==> config.mk <==
export PLATFORM = sky130hd
export DESIGN_NAME = icache_bypass_top
export DESIGN_NICKNAME = d
export VERILOG_FILES = /design/src/design/icache_bypass_pkg.sv /design/src/design/bypass_order_fifo.sv /design/src/design/bypass_port_ctrl.sv /design/src/design/bypass_rr_arbiter.sv /design/src/design/icache_bypass_top.sv
export SDC_FILE = /design/constraint.sdc
export NUM_CORES = 1
export LEC_CHECK = 0
export BUFFER_PORTS_ARGS = -buffer_cell sky130_fd_sc_hd__buf_2
export CAP_MARGIN = 20
export CORE_ASPECT_RATIO = 0.8
export CORE_MARGIN = 1
export CORE_UTILIZATION = 40
export DETAILED_ROUTE_END_ITERATION = 10
export PLACE_DENSITY = 0.78
export SLEW_MARGIN = 20
export SYNTH_ARGS = -nofsm -noshare
export SYNTH_HDL_FRONTEND = slang
export SYNTH_SLANG_ARGS = --single-unit
==> constraint.sdc <==
create_clock -name clk_i -period 3.3 [get_ports clk_i]
set_input_delay 0.66 -clock clk_i [delete_from_list [all_inputs] [get_ports clk_i]]
set_output_delay 0.66 -clock clk_i [all_outputs]
set_load 0.01 [all_outputs]
==> src/design/icache_bypass_pkg.sv <==
//////////////////////////////////////////////////////////////////////
// Shared widths and payload types of the uncached fetch path
// Line and word widths must be powers of two, and a line holds
// at least two words
//////////////////////////////////////////////////////////////////////

package icache_bypass_pkg;

  // Fetch side geometry
  localparam int unsigned NR_FETCH_PORTS = 2;
  localparam int unsigned FETCH_AW       = 32;
  localparam int unsigned FETCH_DW       = 32;

  // Line geometry on the memory side
  localparam int unsigned LINE_WIDTH  = 128;
  localparam int unsigned LINE_ALIGN  = 4;
  localparam int unsigned FETCH_ALIGN = 2;
  localparam int unsigned WORD_SEL_W  = LINE_ALIGN - FETCH_ALIGN;

  // Outstanding memory requests tracked by the order FIFO
  localparam int unsigned ORDER_DEPTH = 4;
  localparam int unsigned ORDER_PTR_W = (ORDER_DEPTH > 1) ? $clog2(ORDER_DEPTH) : 1;
  localparam int unsigned ORDER_CNT_W = $clog2(ORDER_DEPTH + 1);

  // Binary index of a fetch port
  localparam int unsigned PORT_IDX_W = (NR_FETCH_PORTS > 1) ? $clog2(NR_FETCH_PORTS) : 1;

  typedef logic [FETCH_AW-1:0]       fetch_addr_t;
  typedef logic [FETCH_DW-1:0]       fetch_word_t;
  typedef logic [LINE_WIDTH-1:0]     line_t;
  typedef logic [NR_FETCH_PORTS-1:0] port_mask_t;

  // Line request, the address always has its low LINE_ALIGN bits cleared
  typedef struct packed {
    fetch_addr_t addr;
  } mem_req_t;

  // Line response as returned by memory
  typedef struct packed {
    line_t data;
    logic  error;
  } mem_rsp_t;

endpackage

==> src/design/bypass_order_fifo.sv <==
//////////////////////////////////////////////////////////////////////
// Order FIFO of one-hot port masks, one entry per issued request
// Memory must answer in request order; pushes while full are lost
//////////////////////////////////////////////////////////////////////

`timescale 1ns/10ps

module bypass_order_fifo
  import icache_bypass_pkg::*;
(
  input  logic       clk_i,
  input  logic       arst_n_i,

  input  logic       push_i,
  input  port_mask_t push_mask_i,
  output logic       full_o,

  input  logic       mem_rsp_valid_i,
  output logic       mem_rsp_ready_o,
  output port_mask_t rsp_strobe_o
);

  port_mask_t             mask_q [ORDER_DEPTH];
  logic [ORDER_PTR_W-1:0] wr_ptr_q;
  logic [ORDER_PTR_W-1:0] rd_ptr_q;
  logic [ORDER_CNT_W-1:0] count_q;
  logic                   pop;

  assign full_o          = (count_q == ORDER_CNT_W'(ORDER_DEPTH));
  assign mem_rsp_ready_o = (count_q != '0);
  assign pop             = mem_rsp_valid_i & mem_rsp_ready_o;

  // The oldest entry names the port that owns this response
  assign rsp_strobe_o = pop ? mask_q[rd_ptr_q] : '0;

  always_ff @(posedge clk_i) begin
    if (push_i) begin
      mask_q[wr_ptr_q] <= push_mask_i;
    end
  end

  always_ff @(posedge clk_i or negedge arst_n_i) begin
    if (!arst_n_i) begin
      wr_ptr_q <= '0;
      rd_ptr_q <= '0;
      count_q  <= '0;
    end else begin
      if (push_i) begin
        wr_ptr_q <= (int'(wr_ptr_q) == ORDER_DEPTH - 1) ? '0 : wr_ptr_q + 1'b1;
      end
      if (pop) begin
        rd_ptr_q <= (int'(rd_ptr_q) == ORDER_DEPTH - 1) ? '0 : rd_ptr_q + 1'b1;
      end
      // Simultaneous push and pop leave the fill level unchanged
      if (push_i && !pop) begin
        count_q <= count_q + 1'b1;
      end else if (pop && !push_i) begin
        count_q <= count_q - 1'b1;
      end
    end
  end

endmodule

==> src/design/bypass_port_ctrl.sv <==
//////////////////////////////////////////////////////////////////////
// Per-port uncached fetch controller, one request in flight
// The requester must hold address and valid until inst_ready_o
//////////////////////////////////////////////////////////////////////

`timescale 1ns/10ps

module bypass_port_ctrl
  import icache_bypass_pkg::*;
(
  input  logic        clk_i,
  input  logic        arst_n_i,

  input  logic        inst_valid_i,
  input  fetch_addr_t inst_addr_i,

  input  logic        grant_i,
  input  logic        fifo_full_i,
  input  logic        rsp_strobe_i,
  input  mem_rsp_t    mem_rsp_i,

  output logic        req_valid_o,
  output mem_req_t    req_o,

  output fetch_word_t inst_data_o,
  output logic        inst_error_o,
  output logic        inst_ready_o
);

  typedef enum logic [1:0] {
    IDLE,
    REQUEST,
    WAIT_RSP,
    PRESENT
  } state_e;

  state_e                state_d;
  state_e                state_q;
  logic [WORD_SEL_W-1:0] word_sel;

  // Memory only sees line-aligned addresses
  assign req_o.addr = {inst_addr_i[FETCH_AW-1:LINE_ALIGN], {LINE_ALIGN{1'b0}}};

  // Word index inside the returned line
  assign word_sel = inst_addr_i[LINE_ALIGN-1:FETCH_ALIGN];

  always_comb begin
    state_d      = state_q;
    req_valid_o  = 1'b0;
    inst_ready_o = 1'b0;
    unique case (state_q)
      IDLE: begin
        if (inst_valid_i) begin
          state_d = REQUEST;
        end
      end
      REQUEST: begin
        // Hold back while the order FIFO has no slot for our response
        if (!fifo_full_i) begin
          req_valid_o = 1'b1;
          if (grant_i) begin
            state_d = WAIT_RSP;
          end
        end
      end
      WAIT_RSP: begin
        if (rsp_strobe_i) begin
          state_d = PRESENT;
        end
      end
      PRESENT: begin
        // Registered word is shown for exactly one cycle
        inst_ready_o = 1'b1;
        state_d      = IDLE;
      end
      default: begin
        state_d = IDLE;
      end
    endcase
  end

  always_ff @(posedge clk_i or negedge arst_n_i) begin
    if (!arst_n_i) begin
      state_q <= IDLE;
    end else begin
      state_q <= state_d;
    end
  end

  // Capture the addressed word on the edge that accepts the response
  always_ff @(posedge clk_i) begin
    if (rsp_strobe_i) begin
      inst_data_o  <= mem_rsp_i.data[word_sel*FETCH_DW +: FETCH_DW];
      inst_error_o <= mem_rsp_i.error;
    end
  end

endmodule

==> src/design/bypass_rr_arbiter.sv <==
//////////////////////////////////////////////////////////////////////
// Combinational round-robin arbiter onto the memory request stream
// Requesters must keep valid high until granted
//////////////////////////////////////////////////////////////////////

`timescale 1ns/10ps

module bypass_rr_arbiter
  import icache_bypass_pkg::*;
(
  input  logic                          clk_i,
  input  logic                          arst_n_i,

  input  port_mask_t                    req_valid_i,
  input  mem_req_t [NR_FETCH_PORTS-1:0] req_i,
  output port_mask_t                    grant_o,

  output mem_req_t                      mem_req_o,
  output logic                          mem_req_valid_o,
  input  logic                          mem_req_ready_i,

  output logic                          issue_o,
  output port_mask_t                    issue_mask_o
);

  logic [PORT_IDX_W-1:0] rr_q;
  logic [PORT_IDX_W-1:0] rr_idx;
  logic [PORT_IDX_W-1:0] sel_idx;
  logic [PORT_IDX_W-1:0] lock_idx_q;
  logic                  lock_q;

  // Search from the priority pointer upwards, wrapping at the last port
  always_comb begin
    int unsigned cand;
    logic        found;
    rr_idx = rr_q;
    found  = 1'b0;
    for (int unsigned k = 0; k < NR_FETCH_PORTS; k++) begin
      cand = int'(rr_q) + k;
      if (cand >= NR_FETCH_PORTS) begin
        cand = cand - NR_FETCH_PORTS;
      end
      if (!found && req_valid_i[cand]) begin
        rr_idx = PORT_IDX_W'(cand);
        found  = 1'b1;
      end
    end
  end

  // A stalled request keeps its slot so the payload cannot change
  assign sel_idx = lock_q ? lock_idx_q : rr_idx;

  assign mem_req_valid_o = req_valid_i[sel_idx];
  assign mem_req_o       = req_i[sel_idx];
  assign issue_o         = mem_req_valid_o & mem_req_ready_i;

  always_comb begin
    issue_mask_o          = '0;
    issue_mask_o[sel_idx] = 1'b1;
  end

  assign grant_o = issue_o ? issue_mask_o : '0;

  always_ff @(posedge clk_i or negedge arst_n_i) begin
    if (!arst_n_i) begin
      rr_q       <= '0;
      lock_q     <= 1'b0;
      lock_idx_q <= '0;
    end else begin
      lock_q     <= mem_req_valid_o & ~mem_req_ready_i;
      lock_idx_q <= sel_idx;
      // Winner drops to lowest priority after it issues
      if (issue_o) begin
        if (int'(sel_idx) == NR_FETCH_PORTS - 1) begin
          rr_q <= '0;
        end else begin
          rr_q <= sel_idx + 1'b1;
        end
      end
    end
  end

endmodule

==> src/design/icache_bypass_top.sv <==
//////////////////////////////////////////////////////////////////////
// Uncached fetch path with NR_FETCH_PORTS fetch ports sharing one
// line-wide memory port; responses must return in request order
// Up to ORDER_DEPTH requests may be outstanding at the memory
//////////////////////////////////////////////////////////////////////

`timescale 1ns/10ps

module icache_bypass_top
  import icache_bypass_pkg::*;
(
  input  logic                             clk_i,
  input  logic                             arst_n_i,

  input  port_mask_t                       inst_valid_i,
  input  fetch_addr_t [NR_FETCH_PORTS-1:0] inst_addr_i,
  output fetch_word_t [NR_FETCH_PORTS-1:0] inst_data_o,
  output port_mask_t                       inst_error_o,
  output port_mask_t                       inst_ready_o,

  output mem_req_t                         mem_req_o,
  output logic                             mem_req_valid_o,
  input  logic                             mem_req_ready_i,

  input  mem_rsp_t                         mem_rsp_i,
  input  logic                             mem_rsp_valid_i,
  output logic                             mem_rsp_ready_o
);

  port_mask_t                    req_valid;
  mem_req_t [NR_FETCH_PORTS-1:0] req;
  port_mask_t                    grant;
  logic                          issue;
  port_mask_t                    issue_mask;
  logic                          fifo_full;
  port_mask_t                    rsp_strobe;

  // One controller per fetch port, all of them see the same response line
  for (genvar i = 0; i < NR_FETCH_PORTS; i++) begin : gen_port
    bypass_port_ctrl port_ctrl_inst (
      .clk_i        ( clk_i           ),
      .arst_n_i     ( arst_n_i        ),
      .inst_valid_i ( inst_valid_i[i] ),
      .inst_addr_i  ( inst_addr_i[i]  ),
      .grant_i      ( grant[i]        ),
      .fifo_full_i  ( fifo_full       ),
      .rsp_strobe_i ( rsp_strobe[i]   ),
      .mem_rsp_i    ( mem_rsp_i       ),
      .req_valid_o  ( req_valid[i]    ),
      .req_o        ( req[i]          ),
      .inst_data_o  ( inst_data_o[i]  ),
      .inst_error_o ( inst_error_o[i] ),
      .inst_ready_o ( inst_ready_o[i] )
    );
  end

  bypass_rr_arbiter rr_arbiter_inst (
    .clk_i           ( clk_i           ),
    .arst_n_i        ( arst_n_i        ),
    .req_valid_i     ( req_valid       ),
    .req_i           ( req             ),
    .grant_o         ( grant           ),
    .mem_req_o       ( mem_req_o       ),
    .mem_req_valid_o ( mem_req_valid_o ),
    .mem_req_ready_i ( mem_req_ready_i ),
    .issue_o         ( issue           ),
    .issue_mask_o    ( issue_mask      )
  );

  // Every issued request leaves its winner mask here until the line returns
  bypass_order_fifo order_fifo_inst (
    .clk_i           ( clk_i           ),
    .arst_n_i        ( arst_n_i        ),
    .push_i          ( issue           ),
    .push_mask_i     ( issue_mask      ),
    .full_o          ( fifo_full       ),
    .mem_rsp_valid_i ( mem_rsp_valid_i ),
    .mem_rsp_ready_o ( mem_rsp_ready_o ),
    .rsp_strobe_o    ( rsp_strobe      )
  );

endmodule

==> parameters.txt, run 1 <==
Parameter                              Value

Floorplanning
  Effective utilization at floorplan ... 0.417
  DIE WIDTH ... approximately 130 µm
  Die Y-Extent ... a little over 100 µm
  Standard cell core area ... between 10000 and 15000 µm²
  Ports ... approximately 300
  Total die area ... between 10000 and 15000 µm²
  Standard-cell rows ... 36

Logic synthesis
  #FFs+latches synth ... 88
  Area fraction in compound gates after synthesis ... 0.0268
  Combinational family with the most area after synthesis ... multiplexers
  Count of mapped cells out of synthesis ... approximately 290
  Multiplexer share of the synthesized area ... 0.361
  Library cells used by synthesis ... 42
  Average instance area after synthesis ... about 18 µm²
  Cell area after synthesis ... roughly 5100 µm²
  Sequential area share after synthesis ... 0.500
  Xor/xnor cell area share of the yosys netlist ... 0.00511
  Synth Area in Simple Gates ... 0.0260
  Total of warnings raised by yosys ... 0
  Post-Synth Adder-Cell Area ... 0.0379

Routing
  Detail Route Antenna Nets ... 0
  Violation count after the first detailed-routing iteration ... ~170
  Average wire per standard cell ... roughly 19 µm
  Total routed wirelength ... 14000 µm
  Detailed-route via count ... 3921
  Vias per cell ... between 5 and 6
  Drt pass-1 iters ... 4
  Post-detailed-route DRC marker count ... 0

Power
  Post-layout total power ... ~5.1 mW
  Switching power ... between 1.5 and 2 mW
  Share of power burned in combinational logic ... 0.445
  Power density normalized to cell area ... approximately 730 nW/µm²
  Internal power contribution ... 3.34 mW
  Sequential group share of total power ... 0.353
  Leakage power total ... a little over 3 nW
  Power share of the clock group ... 0.202
  Net Sw Frac ... 0.349
  Maximum vdd drop ... approximately 0.0005 V

Place
  Number of port buffers ... around 300
  RePlAce Congestion ... between 0.7 and 0.8
  Cell total after placement ... 735
  Placed standard-cell area ... just under 7000 µm²
  Placed wire-length estimate ... around 11000 µm

GRT
  Initial antenna violation count ... 0
  Pin count of the biggest net entering global routing ... 34
  Global-route wire length before repair ... roughly 21000 µm
  Gr ovfl total ... 0
  Number of global-route vias before repair ... approximately 4.1k
  Total global-route track usage ... 0.212

Clock tree
  Number of cells upsized or downsized after cts ... 0
  TritonCTS Sinks ... between 80 and 90
  Number of levels the H-tree was split into ... 3
  Buffer type at the clock tree root ... clkbuf_16
  Clock slew at reported path FFs ... roughly 0.06 ns
  Post-CTS Hold Fix Bufs ... 0
  Number of buffers inserted during clock tree synthesis ... 9
  Post-CTS Setup Bufs ... 0
  Number of buffers on the longest clock path ... 2
  Clock tree from TritonCTS ... built
  Clock Latency Late Sink ... about 0.34 ns

Timing
  Max_slew headroom ... 0.335
  Post-route clock period utilization ... 0.950
  Maximum achievable frequency ... between 300 and 400 MHz
  Unrepaired setup endpoints after global routing ... false
  Worst hold-check slack ... 0.215 ns
  Setup-failing EPs final ... 0
  Worst Max-Slew Pin Slew ... slightly below 1 ns
  Total Neg Setup Slack ... 0 ns
  Max-slew violation count ... 0
  Clock period minus final worst setup slack ... roughly 3.1 ns
  Hold Violations, Final ... 0
  Clock skew after layout ... 0.00653 ns

Finish
  Final Instance Count excl. Fillers ... approximately 750
  Multi-input combinational cell area ... around 2400 µm²
  Count of fill cells added during filler insertion ... around 1k
  Register Area ... 2570 µm²
  Post-layout nets ... 789
  Synthesis-to-finish area growth ... 37.0%
  Proportion of layout cells with a drive suffix above 1 ... 0.722
  Design Area, Final ... a little over 7000 µm²

Setup path
  Startpoint-to-endpoint class of the critical path ... flip-flop to output pin
  Critical Path Start Type ... flip-flop
  Worst path required time ... between 2 and 3 ns
  Kind of capture point of the worst setup path ... output pin
  Data arrival at the endpoint of the critical path ... about 2.5 ns
  Critical path fanouts, max ... 19

Hold path
  Worst min-delay path category ... input pin to async pin

Outcome
  Outcome ... completed

Job
  Max capacitance violation total ... 0
-- path summary, 6_finish.rpt --
| kind | from | slack [ns] | depth (start not counted) | endpoint |
|---|---|---|---|---|
| max | order_fifo_inst.count_q[1]$_DFFE_PN0P_ | 0.17 | 7 | mem_req_o[29] |
| min | arst_n_i | 0.21 | 1 | gen_port[0].port_ctrl_inst.state_q[0]$_DFFE_PN0P_ |
| max reg2reg | gen_port[1].port_ctrl_inst.state_q[1]$_DFFE_PN0P_ | 0.64 | 11 | order_fifo_inst.count_q[2]$_DFFE_PN0P_ |
| min reg2reg | order_fifo_inst.count_q[2]$_DFFE_PN0P_ | 0.53 | 1 | order_fifo_inst.count_q[2]$_DFFE_PN0P_ |
| max in group asynchronous | arst_n_i | 2.84 | 1 | order_fifo_inst.wr_ptr_q[1]$_DFFE_PN0P_ |
| min in group clk_i | mem_rsp_i[0] | 0.51 | 1 | gen_port[0].port_ctrl_inst.inst_error_o$_DFFE_PP_ |
-- cell usage in the layout (no fill, tap or decap), types with 2 or more instances in the layout --
cell        count
buf_2         292
edfxtp_1       74
mux4_2         65
mux2_2         29
inv_1          15
ha_1           14
dfrtp_1        14
clkbuf_16       9
buf_4           6
nor2_1          5
nand2_1         4
and2_1          4
conb_1          4
mux2_4          3
o31ai_1         2
mux2i_1         2
and3_2          2
a41oi_1         2
xor2_1          2
o21ai_0         2
o32a_1          2
clkinvlp_4      2
clkinv_4        2
inv_6           2
-- critical path, stage by stage, from the launching register on --
cell and delay (ns):
dfrtp_1 0.44, or3b_1 0.52, nand2_1 0.14, a22oi_2 0.07, o21ai_2 0.17, buf_4 0.29
mux2_2 0.37, buf_2 0.14
-- area by class of cell --
cell class,count,area share
diodes,1,0.000355
clock buffers,9,0.0320
clock inverters,7,0.0114
inverters,15,0.00799
multi-input cells,162,0.336
flip-flops and latches,88,0.365
well taps,171,0.0304
repair buffers,299,0.217
-- through the flow --
step | utilization | worst slack, ns
floorplan | - | 0.0757
global placement | 0.546 | 0.628
detailed placement | 0.546 | 0.540
CTS | 0.571 | 0.154
global route | 0.571 | 0.000680
finish | 0.571 | 0.167
-- cells in the mapped netlist (all sizes together) --
library cell  count  share of area
a211o             1         0.0017
a211oi            1         0.0015
a21o              1         0.0015
a21oi             1        0.00097
a221oi            1         0.0017
a22oi             1         0.0024
a41oi             2         0.0034
and2              5         0.0063
and3              2         0.0029
buf              19          0.026
clkbuf            8         0.0058
conb              1        0.00073
dfrtp            14          0.068
edfxtp           74           0.43
fa                1         0.0039
ha               14          0.034
inv              15          0.011
mux2             32          0.072
mux2i             2         0.0039
mux4             65           0.28
nand2             4         0.0029
nand3             1        0.00097
nor2              5         0.0036
nor2b             2         0.0024
nor3              1        0.00097
nor3b             1         0.0015
o21ai             3         0.0036
o22ai             1         0.0012
o311a             1         0.0019
o31ai             2         0.0029
o32a              2         0.0039
or3               2         0.0027
or3b              1         0.0017
xnor2             1         0.0017
xor2              2         0.0034
-- state kept, by name, summed over array words and instances (netlist names) --
name,cells
order_fifo_inst.rd_ptr_q,2
order_fifo_inst.count_q,3
rr_arbiter_inst.lock_q,1
gen_port.port_ctrl_inst.state_q,4
gen_port.port_ctrl_inst.inst_error_o,2
gen_port.port_ctrl_inst.inst_data_o,64
rr_arbiter_inst.lock_idx_q,1
order_fifo_inst.wr_ptr_q,2
rr_arbiter_inst.rr_q,1
order_fifo_inst.mask_q,8
-- power by group through the flow --
stage                     Sequential (mW)  Combinational, mW  Clock [mW]
after floorplan                      1.92               1.43           0
final                                1.81               2.28        1.04
after CTS                            1.82               2.31        1.06
after global placement               1.82               2.19           0
after detailed placement             1.84               2.30           0
after global routing                 1.86               2.50        1.10
-- layer usage --
metal	up-vias	share of wire	track usage
met3	23	0.098	0.0874
met5	-	0	0
met1	1956	0.35	0.225
met4	0	0.023	0.0751
li1	1757	-	-
met2	185	0.53	0.384
-- cells by family (layout without fill, tap and decap cells) --
| kind of cell | Yosys count | after routing |
|---|---|---|
| buffers and inverters | 42 | 330 |
| XOR/XNOR | 3 | 3 |
| flip-flops | 88 | 88 |
| other | 1 | 5 |
| multiplexers | 99 | 99 |
| AO/OA/AOI/OAI | 17 | 17 |
| AND/OR/NAND/NOR | 24 | 24 |
| adder cells (fa/ha/maj) | 15 | 15 |
Note: power is estimated with default switching activity, not from simulation.
==> run 2, diff against run 1 <==
ABC_AREA = 1   (was not set)
CORE_UTILIZATION = 41   (was 40)
PLACE_DENSITY = 0.79   (was 0.78)
==> run 2 against run 1 <==
- fmax rose by 14%
- synthesized cell count grew 130%
- flip-flop and latch count stayed put
- final cell count rose by 48%
- synthesized area rose by 3.9%
- worst hold slack improved by 0.0063 ns
- total power rose by 4.6%
- first-iteration DRC count rose to 3.5 times the previous value
- critical endpoint is now mem_req_o[14]
- largest cell class unchanged
==> parameters.txt, run 2 <==
Parameter                              Value

Outcome
  Outcome ... completed

Timing
  Maximum achievable frequency ... roughly 360 MHz
  Max_slew headroom ... 0.545
  Clock skew after layout ... between 0.008 and 0.009 ns
  Post-route clock period utilization ... 0.834
  Unrepaired setup endpoints after global routing ... false
  Worst Max-Slew Pin Slew ... between 0.6 and 0.7 ns
  Clock period minus final worst setup slack ... around 2.8 ns
  Setup-failing EPs final ... 0
  Max-slew violation count ... 0
  Hold Violations, Final ... 0
  Total Neg Setup Slack ... 0 ns

Clock tree
  Clock tree from TritonCTS ... built
  Clock slew at reported path FFs ... ~0.070 ns
  TritonCTS Sinks ... 88
  Buffer type at the clock tree root ... clkbuf_16
  Number of levels the H-tree was split into ... 3
  Post-CTS Hold Fix Bufs ... 0
  Number of cells upsized or downsized after cts ... 0
  Post-CTS Setup Bufs ... 0
  Number of buffers on the longest clock path ... 2
  Number of buffers inserted during clock tree synthesis ... 9
  Clock Latency Late Sink ... approximately 0.33 ns

Routing
  Drt pass-1 iters ... 7
  Total routed wirelength ... 17300 µm
  Vias per cell ... around 5.2
  Post-detailed-route DRC marker count ... 0
  Detailed-route via count ... between 5k and 6k
  Detail Route Antenna Nets ... 0
  Violation count after the first detailed-routing iteration ... just under 600
  Average wire per standard cell ... 15.5 µm

Place
  Number of port buffers ... ~290
  Placed wire-length estimate ... around 12000 µm
  RePlAce Congestion ... ~0.89
  Cell total after placement ... about 1.1k
  Placed standard-cell area ... between 6000 and 7000 µm²

Setup path
  Startpoint-to-endpoint class of the critical path ... flip-flop to output pin
  Biggest cell delay along the critical path ... approximately 0.41 ns
  Library cell appearing most often on the critical path ... nand2_1
  Critical path fanouts, max ... 34
  Critical Path Start Type ... flip-flop
  Worst flop-to-flop path startpoint ... gen_port[1].port_ctrl_inst.state_q[1]$_DFFE_PN0P_
  CP Cell Sequence ... inv_1 -> ha_1 -> nand2_2 -> nand2_1 -> nand2_2 -> a21boi_2 -> buf_4 -> nand2_1 -> nand2_1 -> buf_2
  Worst path required time ... roughly 2.6 ns
  Largest delay share family, worst path ... buffers and inverters
  Cell type of the slowest stage on the worst timing path ... dfrtp_1
  Buffer and inverter count on the worst path ... 3
  Data arrival at the endpoint of the critical path ... between 2 and 2.5 ns
  Start point of the critical path ... gen_port[1].port_ctrl_inst.state_q[1]$_DFFE_PN0P_
  Kind of capture point of the worst setup path ... output pin

GRT
  Gr ovfl total ... 0
  Global-route wire length before repair ... 26700 µm
  Number of global-route vias before repair ... 5501
  Pin count of the biggest net entering global routing ... 65
  Total global-route track usage ... 0.255
  Initial antenna violation count ... 4

Logic synthesis
  Sequential area share after synthesis ... 0.481
  Dominant synthesized flop cell ... edfxtp_1
  Number of enable-type register cells in the synthesized netlist ... 74
  Library cells used by synthesis ... 31
  Cell types with the largest area share after synthesis ... edfxtp_1 42%, o21ai_0 13%, nor2_1 10%
  Average instance area after synthesis ... between 8 and 9 µm²
  #FFs+latches synth ... about 90
  Library cell with the largest summed area after synthesis ... edfxtp_1
  Cell with the most instances after synthesis ... nor2_1
  Cell area after synthesis ... roughly 5300 µm²
  Count of mapped cells out of synthesis ... between 600 and 700
  Total of warnings raised by yosys ... 0
  Area share of the largest cell type after synthesis ... 0.416
  Post-synth ARST share ... 0.159
  Most frequent cells after synthesis ... 143 x nor2_1, 135 x o21ai_0, 108 x nand2_1

Finish
  Design Area, Final ... around 7300 µm²
  Final Instance Count excl. Fillers ... 1115
  Most common cell after layout, fill and taps aside ... buf_2
  Post-layout nets ... between 1k and 1.5k
  Proportion of layout cells with a drive suffix above 1 ... 0.362
  Most frequent cells in the layout ... 292 x buf_2, 143 x nor2_1, 135 x o21ai_0, 108 x nand2_1, 74 x edfxtp_1
  Max reg flops ... 64
  Biggest regs ... gen_port.port_ctrl_inst.inst_data_o x64, order_fifo_inst.mask_q x8, gen_port.port_ctrl_inst.state_q x4
  Layout Utilization ... 0.585
  Synthesis-to-finish area growth ... 36.0%
  Register with the most flip-flops ... gen_port.port_ctrl_inst.inst_data_o

Floorplanning
  Die Y-Extent ... 104 µm
  Total die area ... 13500 µm²
  Standard-cell rows ... 36
  DIE WIDTH ... between 100 and 150 µm
  Standard cell core area ... around 12000 µm²
  Ports ... ~300
  Effective utilization at floorplan ... 0.430

Power
  Sequential group share of total power ... 0.333
  Share of power burned in combinational logic ... 0.460
  Switching power ... roughly 2.1 mW
  Power share of the clock group ... 0.207
  Leakage power total ... about 3.4 nW
  Power density normalized to cell area ... between 700 and 800 nW/µm²
  Maximum vdd drop ... roughly 0.00047 V
  Internal power contribution ... 3.23 mW
  Net Sw Frac ... 0.398

Hold path
  Worst min-delay path category ... input pin to async pin

Job
  Max capacitance violation total ... 0
## run 2: cell count changes after synthesis, sizes merged, moves of 31 or more
cell	change
mux4	-65
nor2	+140
mux2	-31
nand2	+111
o21ai	+134
o22ai	+64
## run 2: worst paths after layout
check,end,slack (ns),depth (start not counted)
max in group asynchronous,gen_port[1].port_ctrl_inst.state_q[1]$_DFFE_PN0P_,2.82,1
min reg2reg,rr_arbiter_inst.rr_q$_DFFE_PN0P_,0.53,1
min in group clk_i,rr_arbiter_inst.lock_q$_DFF_PN0_,0.53,2
max,mem_req_o[14],0.55,10
max reg2reg,order_fifo_inst.count_q[2]$_DFFE_PN0P_,0.70,16
min,order_fifo_inst.count_q[1]$_DFFE_PN0P_,0.22,1
## run 2: cell families (layout without fill, tap and decap cells)
family / count (synthesis) / count (layout) / share of synthesized area
AOI/OAI and AO/OA: 209 / 209 / 0.213
xor gates and xnor gates: 2 / 2 / 0.00328
adders and majority gates: 15 / 15 / 0.0365
buffers and inverters: 85 / 356 / 0.0688
DFF: 88 / 88 / 0.481
muxes: 1 / 1 / 0.00211
other: 1 / 7 / 0.000702
and+or+nand+nor: 266 / 266 / 0.194
## run 2: per-layer routing
layer  global-route usage  share of wire
met1                0.310           0.39
met3               0.0602           0.10
met2                0.435           0.49
met5                    0        0.00052
met4               0.0930          0.022
## run 2: worst reg2reg max path, delay by kind of cell, from the launching register on
family                   cells  cell delay (ns)
AND/OR/NAND/NOR              8             0.69
XOR/XNOR                     1             0.15
buffers and inverters        2             0.16
flip-flops                   1             0.41
adder cells (fa/ha/maj)      3             0.82
AO/OA/AOI/OAI                2             0.25
## run 2: per-stage QoR
step / hold slack [ns] / power, mW / setup WS, ns
detailed placement: 0.513 / 4.29 / 0.707
global route: 0.230 / 5.81 / 0.322
global placement: 0.509 / 4.24 / 0.759
finish: 0.221 / 5.37 / 0.547
floorplan: 0.364 / 3.36 / 0.283
CTS: 0.220 / 5.42 / 0.526
## run 2: power by group through the flow
stage,Clock [mW],Combinational (mW),Sequential [mW]
floorplan,0,1.43,1.93
global placement,0,2.43,1.80
detailed placement,0,2.48,1.81
CTS,1.14,2.50,1.79
global route,1.18,2.81,1.83
finish,1.11,2.47,1.79
## run 2: layout make-up
class	count	area, µm²
diodes	3	7.51
clock buffers	9	225
clock inverters	7	98.8
fillers	1159	5160
inverters	33	124
multi-input cells	497	2440
flip-flops and latches	88	2570
well taps	171	214
repair buffers	307	1590
